[src/logic/processorci_pkg.sv]
package processorci_pkg;

    // Host command opcodes
    typedef enum logic [1:0] {
        CMD_WRITE = 2'd0,
        CMD_READ  = 2'd1,
        CMD_RUN   = 2'd2,  // Release core reset
        CMD_HALT  = 2'd3   // Assert core reset
    } cmd_op_e;

    // One command word from the host
    typedef struct packed {
        cmd_op_e     op;
        logic [3:0]  wstrb;
        logic [31:0] addr;   // Byte address, word index above bits 1:0
        logic [31:0] data;
    } host_cmd_t;

    // One response word back to the host
    typedef struct packed {
        cmd_op_e     op;     // Echo of the command opcode
        logic [31:0] data;
    } host_resp_t;

    // Memory access, used by both the host port and the core bus
    typedef struct packed {
        logic        we;
        logic [3:0]  wstrb;
        logic [31:0] addr;
        logic [31:0] data;
    } mem_req_t;

    // Byte-strobe merge of new data into an old word
    function automatic logic [31:0] merge_word(input logic [31:0] old_word,
                                               input logic [31:0] new_word,
                                               input logic [3:0]  strb);
        logic [31:0] result;
        result = old_word;
        for (int i = 0; i < 4; i++) begin
            if (strb[i]) result[i*8 +: 8] = new_word[i*8 +: 8];
        end
        return result;
    endfunction

endpackage

[src/logic/cmd_receiver.sv]
`timescale 1ns/1ps

module cmd_receiver import processorci_pkg::*; #(
    parameter int CMD_DEPTH = 4
) (
    input  logic      sys_clk,
    input  logic      reset_i,
    input  logic      cmd_valid_i,
    input  host_cmd_t cmd_i,
    input  logic      take_i,
    output logic      cmd_credit_o,
    output host_cmd_t head_o,
    output logic      head_valid_o
);

    localparam int PTR_W = (CMD_DEPTH > 1) ? $clog2(CMD_DEPTH) : 1;
    localparam int CNT_W = $clog2(CMD_DEPTH + 1);

    host_cmd_t          slots [CMD_DEPTH];
    logic [PTR_W-1:0]   wr_ptr;
    logic [PTR_W-1:0]   rd_ptr;
    logic [CNT_W-1:0]   count;
    logic               pop;

    // Host only sends with a credit, so a push always has room
    assign pop          = take_i && head_valid_o;
    assign head_valid_o = (count != '0);
    assign head_o       = slots[rd_ptr];

    always_ff @(posedge sys_clk) begin
        if (cmd_valid_i) slots[wr_ptr] <= cmd_i;
    end

    always_ff @(posedge sys_clk) begin
        if (reset_i) begin
            wr_ptr       <= '0;
            rd_ptr       <= '0;
            count        <= '0;
            cmd_credit_o <= 1'b0;
        end else begin
            if (cmd_valid_i) begin
                if (wr_ptr == PTR_W'(CMD_DEPTH - 1)) wr_ptr <= '0;
                else wr_ptr <= wr_ptr + 1'b1;
            end
            if (pop) begin
                if (rd_ptr == PTR_W'(CMD_DEPTH - 1)) rd_ptr <= '0;
                else rd_ptr <= rd_ptr + 1'b1;
            end
            case ({cmd_valid_i, pop})
                2'b10:   count <= count + 1'b1;
                2'b01:   count <= count - 1'b1;
                default: count <= count;
            endcase
            cmd_credit_o <= pop;  // Freed slot goes back to the host
        end
    end

endmodule

[config.mk]
export PLATFORM = sky130hd
export DESIGN_NAME = cmd_receiver
export DESIGN_NICKNAME = d
export VERILOG_FILES = /design/src/logic/processorci_pkg.sv /design/src/logic/cmd_receiver.sv
export SDC_FILE = /design/constraint.sdc
export NUM_CORES = 1
export LEC_CHECK = 0
export ABC_AREA = 1
export CAP_MARGIN = 15
export CORE_MARGIN = 5
export CORE_UTILIZATION = 40
export DETAILED_ROUTE_END_ITERATION = 8
export DONT_BUFFER_PORTS = 1
export PLACE_DENSITY_LB_ADDON = 0.3
export SYNTH_ARGS = -nofsm -noshare
export SYNTH_HDL_FRONTEND = slang
export SYNTH_SLANG_ARGS = --single-unit
[constraint.sdc]
create_clock -name sys_clk -period 2.55 [get_ports sys_clk]
set_clock_uncertainty 0.2 [all_clocks]
set_input_delay 0.255 -clock sys_clk [delete_from_list [all_inputs] [get_ports sys_clk]]
set_output_delay 0.255 -clock sys_clk [all_outputs]
set_load 0.05 [all_outputs]
[Word level (Yosys, flattened, before mapping)]
Memories as Yosys holds them, arrays and structs flattened. A register that Yosys moved wholly into a read port is not among the register bits.
Index checks and enable logic that the tools add are counted.
Cells by class
  reductions and logical operators: 3
  equality and inequality tests: 4
  add/subtract/negate cells: 4
  multiplexer cells: 7
Operators by type and width (number)
  $mux 2: 4
  $eq 2x2->1 const B: 3
  $pmux 3 s2: 1
  $add 2x1->2 const B: 2
  $add 3x1->3 const B: 1
  $reduce_bool 3->1: 1
  $sub 3x1->3 const B: 1
  $eq 2x1->1 const B: 1
  $mux 1: 2
  $reduce_bool 2->1: 1
  $logic_and 1x1->1: 1
Word-level totals
  flip-flop bits (word level): 8
  output and inout port bits: 72
  memories kept: 1
  bits in writable memories: 280
Memory list
  slots: words 4, bits a word 70, read ports 1, clocked after memory_dff 1, write ports 1, RTL line cmd_receiver.sv:19  | host_cmd_t slots [CMD_DEPTH];

[Depth between registers and ports, before layout]
  depth after elaboration: 4
  depth in mapped cells: 13
  mapped depth without buffers: 13

[Worst setup path after synthesis]
No wires, ideal clock.
  path kind: register -> register
  start: reg wr_ptr[0]
  end: mem slots[3][0] in the netlist's numbering (enable)
  slack: -23 ps
  period minus slack after synthesis: 2573 ps
  cell stages (with the launch flop): 4
  data arrival time: 1949 ps
  path through: dfxtp_1 -> ha_1 -> nand2_1 -> inv_1
RTL lines
  start, declared: RTL line cmd_receiver.sv:20  | logic [PTR_W-1:0] wr_ptr;
  start signal, assigned: RTL line cmd_receiver.sv:43  | else wr_ptr <= wr_ptr + 1'b1;
  end, declared: RTL line cmd_receiver.sv:19
Straight into the memory's write port.

==> reports/metrics.yaml <==
pwr:
  vdd_ir_drop_max_mv: 0.6442
  powerDensity_nw_per_um2: 1044
  leakage_uw: 0.004957
route:
  ant_nets: 0
  routed_wl_um: 23710
  wire_per_inst_um: 18.27
  remaining_drc_errors: 0
  drt_iter0_drc: 411
  via_per_inst: 4.948
  dr.pass1.iters: 4
  num_vias: 6423
sta:
  fin_setup_tns_ns: 0
  report.final.slew_viol_count: 0
  relSlewSlack: 0.6671
  min_period_ns: 2.445
  rsz0062_at_grt: "no"
  period_share: 0.9590
  fin_hold_ws_ns: 0.1148
  worst_slew_pin_slew_ns: 0.4993
  timing.final.hold_violations: 0
  fmax_mhz: 408.9
  setup-violations-final: 0
grt:
  grt_usage: 0.1438
  grt_pass1_wl_um: 36150
  grt_pass1_vias: 6529
  antenna_found_initial: 4
  grt_max_degree: 85
  gr-total-overflow: 0
worst_setup_path:
  regToRegEndpoint: "slots[2][7]"
  crit_chain: "inv_6, buf_16, nor2_1, o22ai_1, buf_4"
  ff2ff_setup_slack_ns: 0.50
  cp-end-kind: "primary output"
  setup.worst_path.start_class: "register"
  cp_slowest_cell: "dfxtp_4"
  critPathMaxFanout: 44
  arrival_ns: 1.99
  crit_type: "register to primary output"
  cp.required_ns: 2.10
  r2r_start: "wr_ptr[0]"
  slowest_delay_ns: 0.42
  r2r_cells: 5
yosys:
  synthesis.area_per_instance_um2: 15.43
  yosys_warnings: 0
  synth.distinct_cells: 22
  syn_nets: 823
  synth-seq-cells: 290
  netlist_area_um2: 11450
  syn_inst: 742
  seq_area_frac_synth: 0.7518
floorplan:
  rows: 62
  pin_count: 146
  dieArea_um2: 32110
  die_x_um: 179.2
  core_um2: 28470
  start_util: 0.4022
  die_y_um: 179.2
placement:
  place.gp.congestion: 0.7113
  portBuffers: 0
  hpwl_um: 12910
  post_dp_cell_area_um2: 12910
clock_tree:
  cts_buffers: 29
  cts_tree: "built"
  root_buffer: "clkbuf_16"
  cts.clk_slew.worst_paths_ns: 0.06
  clkLatencyLatePin_ns: 0.53
  cts.sinks: 290
  h-tree-depth: 1
  cts_buffer_depth: 3
finish:
  nets: 973
  layout_common_cells: "edfxtp_1, o21ai_0, nor2_1, dlygate4sd3_1, buf_12"
  fin_area_um2: 14650
  layout_commonest_cell: "edfxtp_1"
  synthToLayoutAreaGrowth_pct: 27.92
  post-route-util: 0.5145
  layout-drive-gt1-share: 0.2410
run_status:
  outcome: "finished, final reports clean"
job:
  cap_violations: 0
min_path:
  min_to: "slots[1][31]"
  hp-class: "input pin to register"
  holdCritStartpoint: "cmd_valid_i"
  min_path_cells: 3
## cells by family after synthesis
| group | count (synthesis) | share of synthesized area |
|---|---|---|
| AOI/OAI and AO/OA | 219 | 0.1252 |
| adders and majority gates | 7 | 0.008305 |
| buffers and inverters | 63 | 0.03399 |
| DFF | 290 | 0.7518 |
| and+or+nand+nor | 163 | 0.08065 |
## power by group
part,total [uW],internal [uW],switching (uW)
Combinational,5600,2070,3530
Clock,4130,2470,1660
Sequential,5560,5470,92.5
Total,15300,10000,5280
## layer usage
layer / global-route usage / wire length [um] / vias to the layer above
li1: - / - / 3093
met1: 0.1832 / 10050 / 3176
met2: 0.2500 / 11970 / 119
met3: 0.03606 / 1344 / 31
met4: 0.03047 / 320 / 4
met5: 0 / 27 / -
## sequential cells by signal, indices dropped and copies added (netlist names), named ones only
register,flops
slots,280
count,3
rd_ptr,2
wr_ptr,2
cmd_credit_o,1
## cell usage after synthesis
| master | n | area, um^2 |
|---|---|---|
| a21oi_1 | 6 | 30.03 |
| buf_12 | 5 | 100.1 |
| buf_2 | 11 | 55.05 |
| buf_6 | 7 | 78.83 |
| clkbuf_1 | 21 | 78.83 |
| dfxtp_1 | 10 | 200.2 |
| edfxtp_1 | 280 | 8408 |
| fa_1 | 1 | 20.02 |
| ha_1 | 6 | 75.07 |
| inv_1 | 18 | 67.56 |
| inv_6 | 1 | 8.760 |
| nand2_1 | 11 | 41.29 |
| nand3_1 | 4 | 20.02 |
| nand4_1 | 1 | 6.260 |
| nor2_1 | 105 | 394.1 |
| nor2_4 | 40 | 450.4 |
| nor3_1 | 1 | 5.000 |
| o21ai_0 | 113 | 565.5 |
| o21ai_1 | 30 | 150.1 |
| o22ai_1 | 30 | 187.7 |
| o22ai_2 | 40 | 500.5 |
| or2_2 | 1 | 6.260 |
## worst max-delay path: cells and delay by family (launching register included)
kind            cells  cell delay (ns)
buf+inv             3             0.70
flops               1             0.42
compound gates      1             0.24
simple gates        1             0.07
## what timing repair did
action,4_1_cts,5_1_grt
hold buffers,74,0
resized for setup,2,3
endpoints found under the setup margin,4,18
gates cloned,0,1
buffers inserted,0,1
hold endpoints to repair,290,0
pin swaps,0,0
## per-stage QoR
stage / cells / total power (uW) / setup slack (ns)
floorplan: 742 / 9083 / 0.001852
global placement: 1169 / 11070 / 0.5068
detailed placement: 1169 / 11100 / 0.4569
CTS: 1295 / 15400 / 0.004981
global route: 1298 / 15940 / 0.004472
finish: 1298 / 15290 / 0.1046
## how the worst max path moves through the flow
| stage | from | to | slack, ns | cells after the start |
|---|---|---|---|---|
| 2_1_floorplan | wr_ptr[1] | slots[1][0] | 0.002 | 4 |
| 3_3_place_gp | wr_ptr[0] | slots[2][7] | 0.51 | 5 |
| 3_5_place_dp | wr_ptr[0] | slots[2][20] | 0.46 | 5 |
| 4_1_cts | register | head_o[40] | 0.005 | 4 |
| 5_1_grt | register | head_o[23] | 0.004 | 5 |
| 6_report | register | head_o[31] | 0.10 | 5 |
## area by class of cell
| cell class | instances | area [um^2] |
|---|---|---|
| antenna | 1 | 2.502 |
| clock buffer | 33 | 740.7 |
| clock inverter | 19 | 190.2 |
| fill | 2322 | 13820 |
| inverter | 19 | 88.84 |
| multi-input combinational | 389 | 2452 |
| sequential | 290 | 8613 |
| tap | 384 | 480.5 |
| timing repair buffer | 163 | 2078 |
No activity file was read; power rests on OpenSTA's default activity.
