`src/logic/processorci_pkg.sv`:
```
package processorci_pkg;

    // Host command opcodes
    typedef enum logic [1:0] {
        CMD_WRITE = 2'd0,
        CMD_READ  = 2'd1,
        CMD_RUN   = 2'd2,  // Release core reset
        CMD_HALT  = 2'd3   // Assert core reset
    } cmd_op_e;

    // One command word from the host
    typedef struct packed {
        cmd_op_e     op;
        logic [3:0]  wstrb;
        logic [31:0] addr;   // Byte address, word index above bits 1:0
        logic [31:0] data;
    } host_cmd_t;

    // One response word back to the host
    typedef struct packed {
        cmd_op_e     op;     // Echo of the command opcode
        logic [31:0] data;
    } host_resp_t;

    // Memory access, used by both the host port and the core bus
    typedef struct packed {
        logic        we;
        logic [3:0]  wstrb;
        logic [31:0] addr;
        logic [31:0] data;
    } mem_req_t;

    // Byte-strobe merge of new data into an old word
    function automatic logic [31:0] merge_word(input logic [31:0] old_word,
                                               input logic [31:0] new_word,
                                               input logic [3:0]  strb);
        logic [31:0] result;
        result = old_word;
        for (int i = 0; i < 4; i++) begin
            if (strb[i]) result[i*8 +: 8] = new_word[i*8 +: 8];
        end
        return result;
    endfunction

endpackage

```
`src/logic/resp_sender.sv`:
```
`timescale 1ns/1ps

module resp_sender import processorci_pkg::*; #(
    parameter int RESP_CREDITS = 2
) (
    input  logic       sys_clk,
    input  logic       reset_i,
    input  logic       push_i,
    input  host_resp_t resp_i,
    input  logic       resp_credit_i,
    output logic       full_o,
    output logic       resp_valid_o,
    output host_resp_t resp_o
);

    localparam int CRD_W = $clog2(RESP_CREDITS + 1);

    host_resp_t       queue [2];
    logic             wr_ptr;
    logic             rd_ptr;
    logic [1:0]       count;
    logic [CRD_W-1:0] credits;

    assign full_o       = (count == 2'd2);
    // Send as soon as a response waits and a credit is held
    assign resp_valid_o = (count != 2'd0) && (credits != '0);
    assign resp_o       = queue[rd_ptr];

    always_ff @(posedge sys_clk) begin
        if (push_i) queue[wr_ptr] <= resp_i;
    end

    always_ff @(posedge sys_clk) begin
        if (reset_i) begin
            wr_ptr  <= 1'b0;
            rd_ptr  <= 1'b0;
            count   <= 2'd0;
            credits <= CRD_W'(RESP_CREDITS);
        end else begin
            if (push_i) wr_ptr <= ~wr_ptr;
            if (resp_valid_o) rd_ptr <= ~rd_ptr;
            case ({push_i, resp_valid_o})
                2'b10:   count <= count + 1'b1;
                2'b01:   count <= count - 1'b1;
                default: count <= count;
            endcase
            // Spend and return may happen together
            case ({resp_valid_o, resp_credit_i})
                2'b10:   credits <= credits - 1'b1;
                2'b01:   credits <= credits + 1'b1;
                default: credits <= credits;
            endcase
        end
    end

endmodule

```
`config.mk`:
```
export PLATFORM = sky130hd
export DESIGN_NAME = resp_sender
export DESIGN_NICKNAME = d
export VERILOG_FILES = /design/src/logic/processorci_pkg.sv /design/src/logic/resp_sender.sv
export SDC_FILE = /design/constraint.sdc
export NUM_CORES = 1
export LEC_CHECK = 0
export ABC_AREA = 1
export BUFFER_PORTS_ARGS = -buffer_cell sky130_fd_sc_hd__buf_4
export CORE_AREA = 4 4 91 93
export CTS_BUF_LIST = sky130_fd_sc_hd__clkbuf_4 sky130_fd_sc_hd__clkbuf_8
export DETAILED_ROUTE_END_ITERATION = 10
export DIE_AREA = 0 0 95 97
export GPL_TIMING_DRIVEN = 0
export MAX_ROUTING_LAYER = met4
export SETUP_SLACK_MARGIN = 0.02
export SLEW_MARGIN = 40
export SYNTH_ARGS = -nofsm -noshare
export SYNTH_HDL_FRONTEND = slang
export SYNTH_SLANG_ARGS = --single-unit
```
`constraint.sdc`:
```
create_clock -name sys_clk -period 3.2 [get_ports sys_clk]
set_input_delay 0.64 -clock sys_clk [delete_from_list [all_inputs] [get_ports sys_clk]]
set_output_delay 0.64 -clock sys_clk [all_outputs]
set_load 0.05 [all_outputs]
```
# Yosys cells after proc, flatten, opt, wreduce, memory -nomap -nowiden
# Memories as Yosys holds them, arrays and structs flattened. A register that Yosys moved wholly into a read port is not among the register bits.
# Cells that the tools add are included.
[totals]
input_bits = 38
out_inout_bits = 36
latchBits = 0
mem_count = 1
regBits = 6
mem_bits_ro = 0
word_cells = 27
mem_bits_rw = 68
[op_classes]
div = 0
multipliers = 0
n_eq_ne = 5
n_mux = 6
add_sub_neg = 4
n_lt_le_gt_ge = 0
shift = 0
n_reduce_logical = 5
n_bitwise = 2
[mem_list]
columns = ["memory", "words", "word_bits", "read_ports", "rd_ports_with_merged_regs", "wr", "line_no", "source"]
rows = [
  ["queue", 2, 34, 1, 1, 1, "resp_sender.sv:18", "host_resp_t queue [2];"],
]
[op_table]
columns = ["operator", "n"]
rows = [
  ["$pmux W2 S2", 2],
  ["$reduce_bool A2 Y1", 4],
  ["$eq A2 B2 Y1 const B", 3],
  ["$add A2 B1 Y2 const B", 2],
  ["$eq A2 B1 Y1 const B", 2],
  ["$mux W1", 4],
  ["$sub A2 B1 Y2 const B", 2],
  ["$not A1 Y1", 2],
  ["$logic_and A1 B1 Y1", 1],
]

# Longest topological paths before layout
[logic_depth]
depth_word = 4
depth_mapped = 10
mapped_depth_nobuf = 10

# Worst setup path before layout
# Ideal clock, no wire load.
[synth_timing]
path_type = "input to register"
start = "in push_i"
end = "mem queue[0][0] (netlist bit) (enable)"
path_slack_ns = 0.646
t_required_ns = 2.774
setup_time_ns = 0.426
n_path_buf = 0
arrival_time_ns = 2.129
path_stages = 2
path_cell_list = "inv_1 nor2_1"
[synth_between]
elab_chain_len = 2
[synth_rtl]
columns = ["item", "line_no", "source"]
rows = [
  ["from (decl)", "resp_sender.sv:8", "input logic push_i,"],
  ["$mux W1", "resp_sender.sv:30", "if (push_i) queue[wr_ptr] <= resp_i;"],
  ["$mux W1 (implied by the code)", "resp_sender.sv:30", ""],
  ["to (decl)", "resp_sender.sv:18", ""],
]
# Every way passes these cells.

==> flow_metrics.py <==
metrics = {
    "sta": {
        "setup_viol": 0,
        "finalSetupTns_ps": 0,
        "max_freq_ghz": 0.474,
        "final_max_slew_viol_count": 0,
        "period_share": 0.659,
        "rsz0062_at_grt": "false",
        "worst_pin_slew_ps": 597,
        "slew_headroom": 0.601,
        "skew_ps": 7.20,
        "hold_viol_final": 0,
        "period_needed_ps": 2110,
    },
    "routing": {
        "drt_wl_total_um": 4910,
        "dr.pass1.iters": 4,
        "dr_wl_met2_um": 2560,
        "highest_layer": "met4",
        "wl_met3_um": 224,
        "num_vias": 1567,
        "via_per_inst": 4.45,
        "ant_nets": 0,
        "first_iter_violations": 58,
        "wl_per_cell_um": 14.0,
        "m1WireLength_um": 2000,
        "drcViolationCount": 0,
    },
    "final_layout": {
        "finalNonFillerCells": 352,
        "final_util": 0.525,
        "layout.cells.most_common_list": "73 x buf_4, 68 x edfxtp_1, 30 x mux2_4",
        "final_cell_area_um2": 3950,
        "layout_commonest_cell": "buf_4",
        "drive_gt1_frac": 0.528,
        "diodes": 0,
        "nNetsFinal": 285,
        "areaGrowthSynthToFinish_pct": 33.6,
    },
    "power_and_ir_drop": {
        "leakagePower_nw": 1.60,
        "p_seq_frac": 0.361,
        "p_int_w": 0.00221,
        "combPwrFrac": 0.366,
        "p_sw_w": 0.00108,
        "power.clock.fraction": 0.272,
        "powerDensity_nw_per_um2": 830,
        "p_sw_frac": 0.328,
        "vdd_drop_max_mv": 0.514,
        "p_total_w": 0.00328,
    },
    "grt": {
        "first_global_vias": 1580,
        "antenna_found_initial": 0,
        "grt_pass1_wl_um": 7900,
        "grt_max_degree": 19,
        "grt_use_total": 0.120,
        "grt_overflow": 0,
    },
    "cts": {
        "cts_buffers": 9,
        "clkSinkCount": 75,
        "cts_tree": "built",
        "postCtsSetupBuffers": 0,
        "hold_buffers": 0,
        "max-clock-path-buffers": 2,
        "clk_pin_slew_ps": 70,
        "ctsResizeCount": 0,
        "clk_latency_ps": 340,
        "ctsRootBufferMaster": "clkbuf_8",
        "cts_max_level": 3,
    },
    "synthesis": {
        "synth.distinct_cells": 16,
        "synth_cells": 159,
        "syn-cell-area_um2": 2960,
        "ys_ff_latch": 75,
        "yosysWarnings": 0,
        "ys_seq_area_frac": 0.738,
        "syn_avg_cell_area_um2": 18.6,
        "syn_nets": 199,
    },
    "floorplan": {
        "die_x_um": 95,
        "start_util": 0.393,
        "die-area_um2": 9220,
        "rows": 32,
        "core_um2": 7530,
        "fp.dieH_um": 97,
        "io_pins": 74,
    },
    "worst_hold_path": {
        "min_path_type": "flip-flop to flip-flop",
        "hold_depth": 2,
    },
    "placement": {
        "dp.cells": 336,
        "routabilityCongestion": 0.752,
        "io_buffers": 73,
        "placed_cell_area_um2": 3700,
        "dp_hpwl_um": 3500,
    },
    "worst_setup_path": {
        "cp_max_fo": 10,
        "crit_path_end_kind": "output pin",
        "startpoint_type": "flip-flop",
        "cp.required_ps": 2560,
        "critPathArrivalTime_ps": 1470,
        "crit_type": "flip-flop to output pin",
        "reg2regPathDepth": 9,
    },
    "status": {
        "status": "finished, final reports clean",
    },
    "job": {
        "drv_cap": 0,
    },
}
-- critical path, stage by stage (launching register included) --
cell and delay, ps:
dfxtp_1 320, buf_6 160, buf_12 160, mux2_4 310, buf_4 190
-- cells by family (layout without fill, tap and decap cells) --
kind of cell,after synthesis,in the layout,share of synthesized area
DFF,75,75,0.738
muxes,34,34,0.168
and+or+nand+nor,28,28,0.0402
buffers and inverters,16,107,0.0393
AOI/OAI and AO/OA,4,4,0.00677
adders and majority gates,2,2,0.00846
-- cell type report --
type	instances	area, µm²
Sequential cell	75	2180
Fill cell	643	3570
Clock buffer	12	159
Timing Repair Buffer	75	603
Inverter	12	45.0
Buffer	4	71.3
Multi-Input combinational cell	68	667
Tap cell	102	128
Clock inverter	4	97.6
-- sequential cells by signal (all words and copies together), names as in the netlist, named ones only --
| signal | count |
|---|---|
| wr_ptr | 1 |
| credits | 2 |
| count | 2 |
| rd_ptr | 1 |
| queue | 68 |
-- synth_stat cells --
master	instances	area [µm²]
inv_1	12	45.0
dfxtp_1	7	140
buf_6	1	11.3
o21ai_0	2	10.0
mux2_4	30	450
nand2_1	11	41.3
ha_1	2	25.0
nand3_1	3	15.0
and2_2	1	7.51
nand4_1	2	12.5
edfxtp_1	68	2040
a21oi_1	2	10.0
nor2_1	10	37.5
buf_12	3	60.1
mux2_2	4	45.0
nor3_1	1	5.00
-- path summary, 6_finish.rpt --
check	start	end	slack, ps
worst max-delay path	flip-flop	resp_o[4]	1090
worst min-delay path	credits[1]$_SDFFE_PP1P_	credits[1]$_SDFFE_PP1P_	460
worst max register to register	count[0]$_SDFFE_PP0P_	credits[1]$_SDFFE_PP1P_	1740
worst min register to register	credits[1]$_SDFFE_PP1P_	credits[1]$_SDFFE_PP1P_	460
-- routing by layer --
layer / up-vias / global-route usage
met4: 0 / 0.0733
met2: 40 / 0.181
met3: 11 / 0.0327
met5: - / -
li1: 761 / -
met1: 755 / 0.142
-- power by group through the flow --
stage	clock network (W)	registers (W)	logic (W)
final	0.000893	0.00119	0.00120
after global routing	0.000974	0.00119	0.00128
after CTS	0.000919	0.00119	0.00122
after detailed placement	0	0.00121	0.00122
after global placement	0	0.00121	0.00120
after floorplan	0	0.00120	0.000924
-- per-stage QoR --
stage | setup WS [ps] | hold WS (ps)
floorplan | 646 | 429
global placement | -377 | 443
detailed placement | 1350 | 453
CTS | 1050 | 440
global route | 1010 | 442
finish | 1090 | 465
No activity file was read; power rests on OpenSTA's default activity.
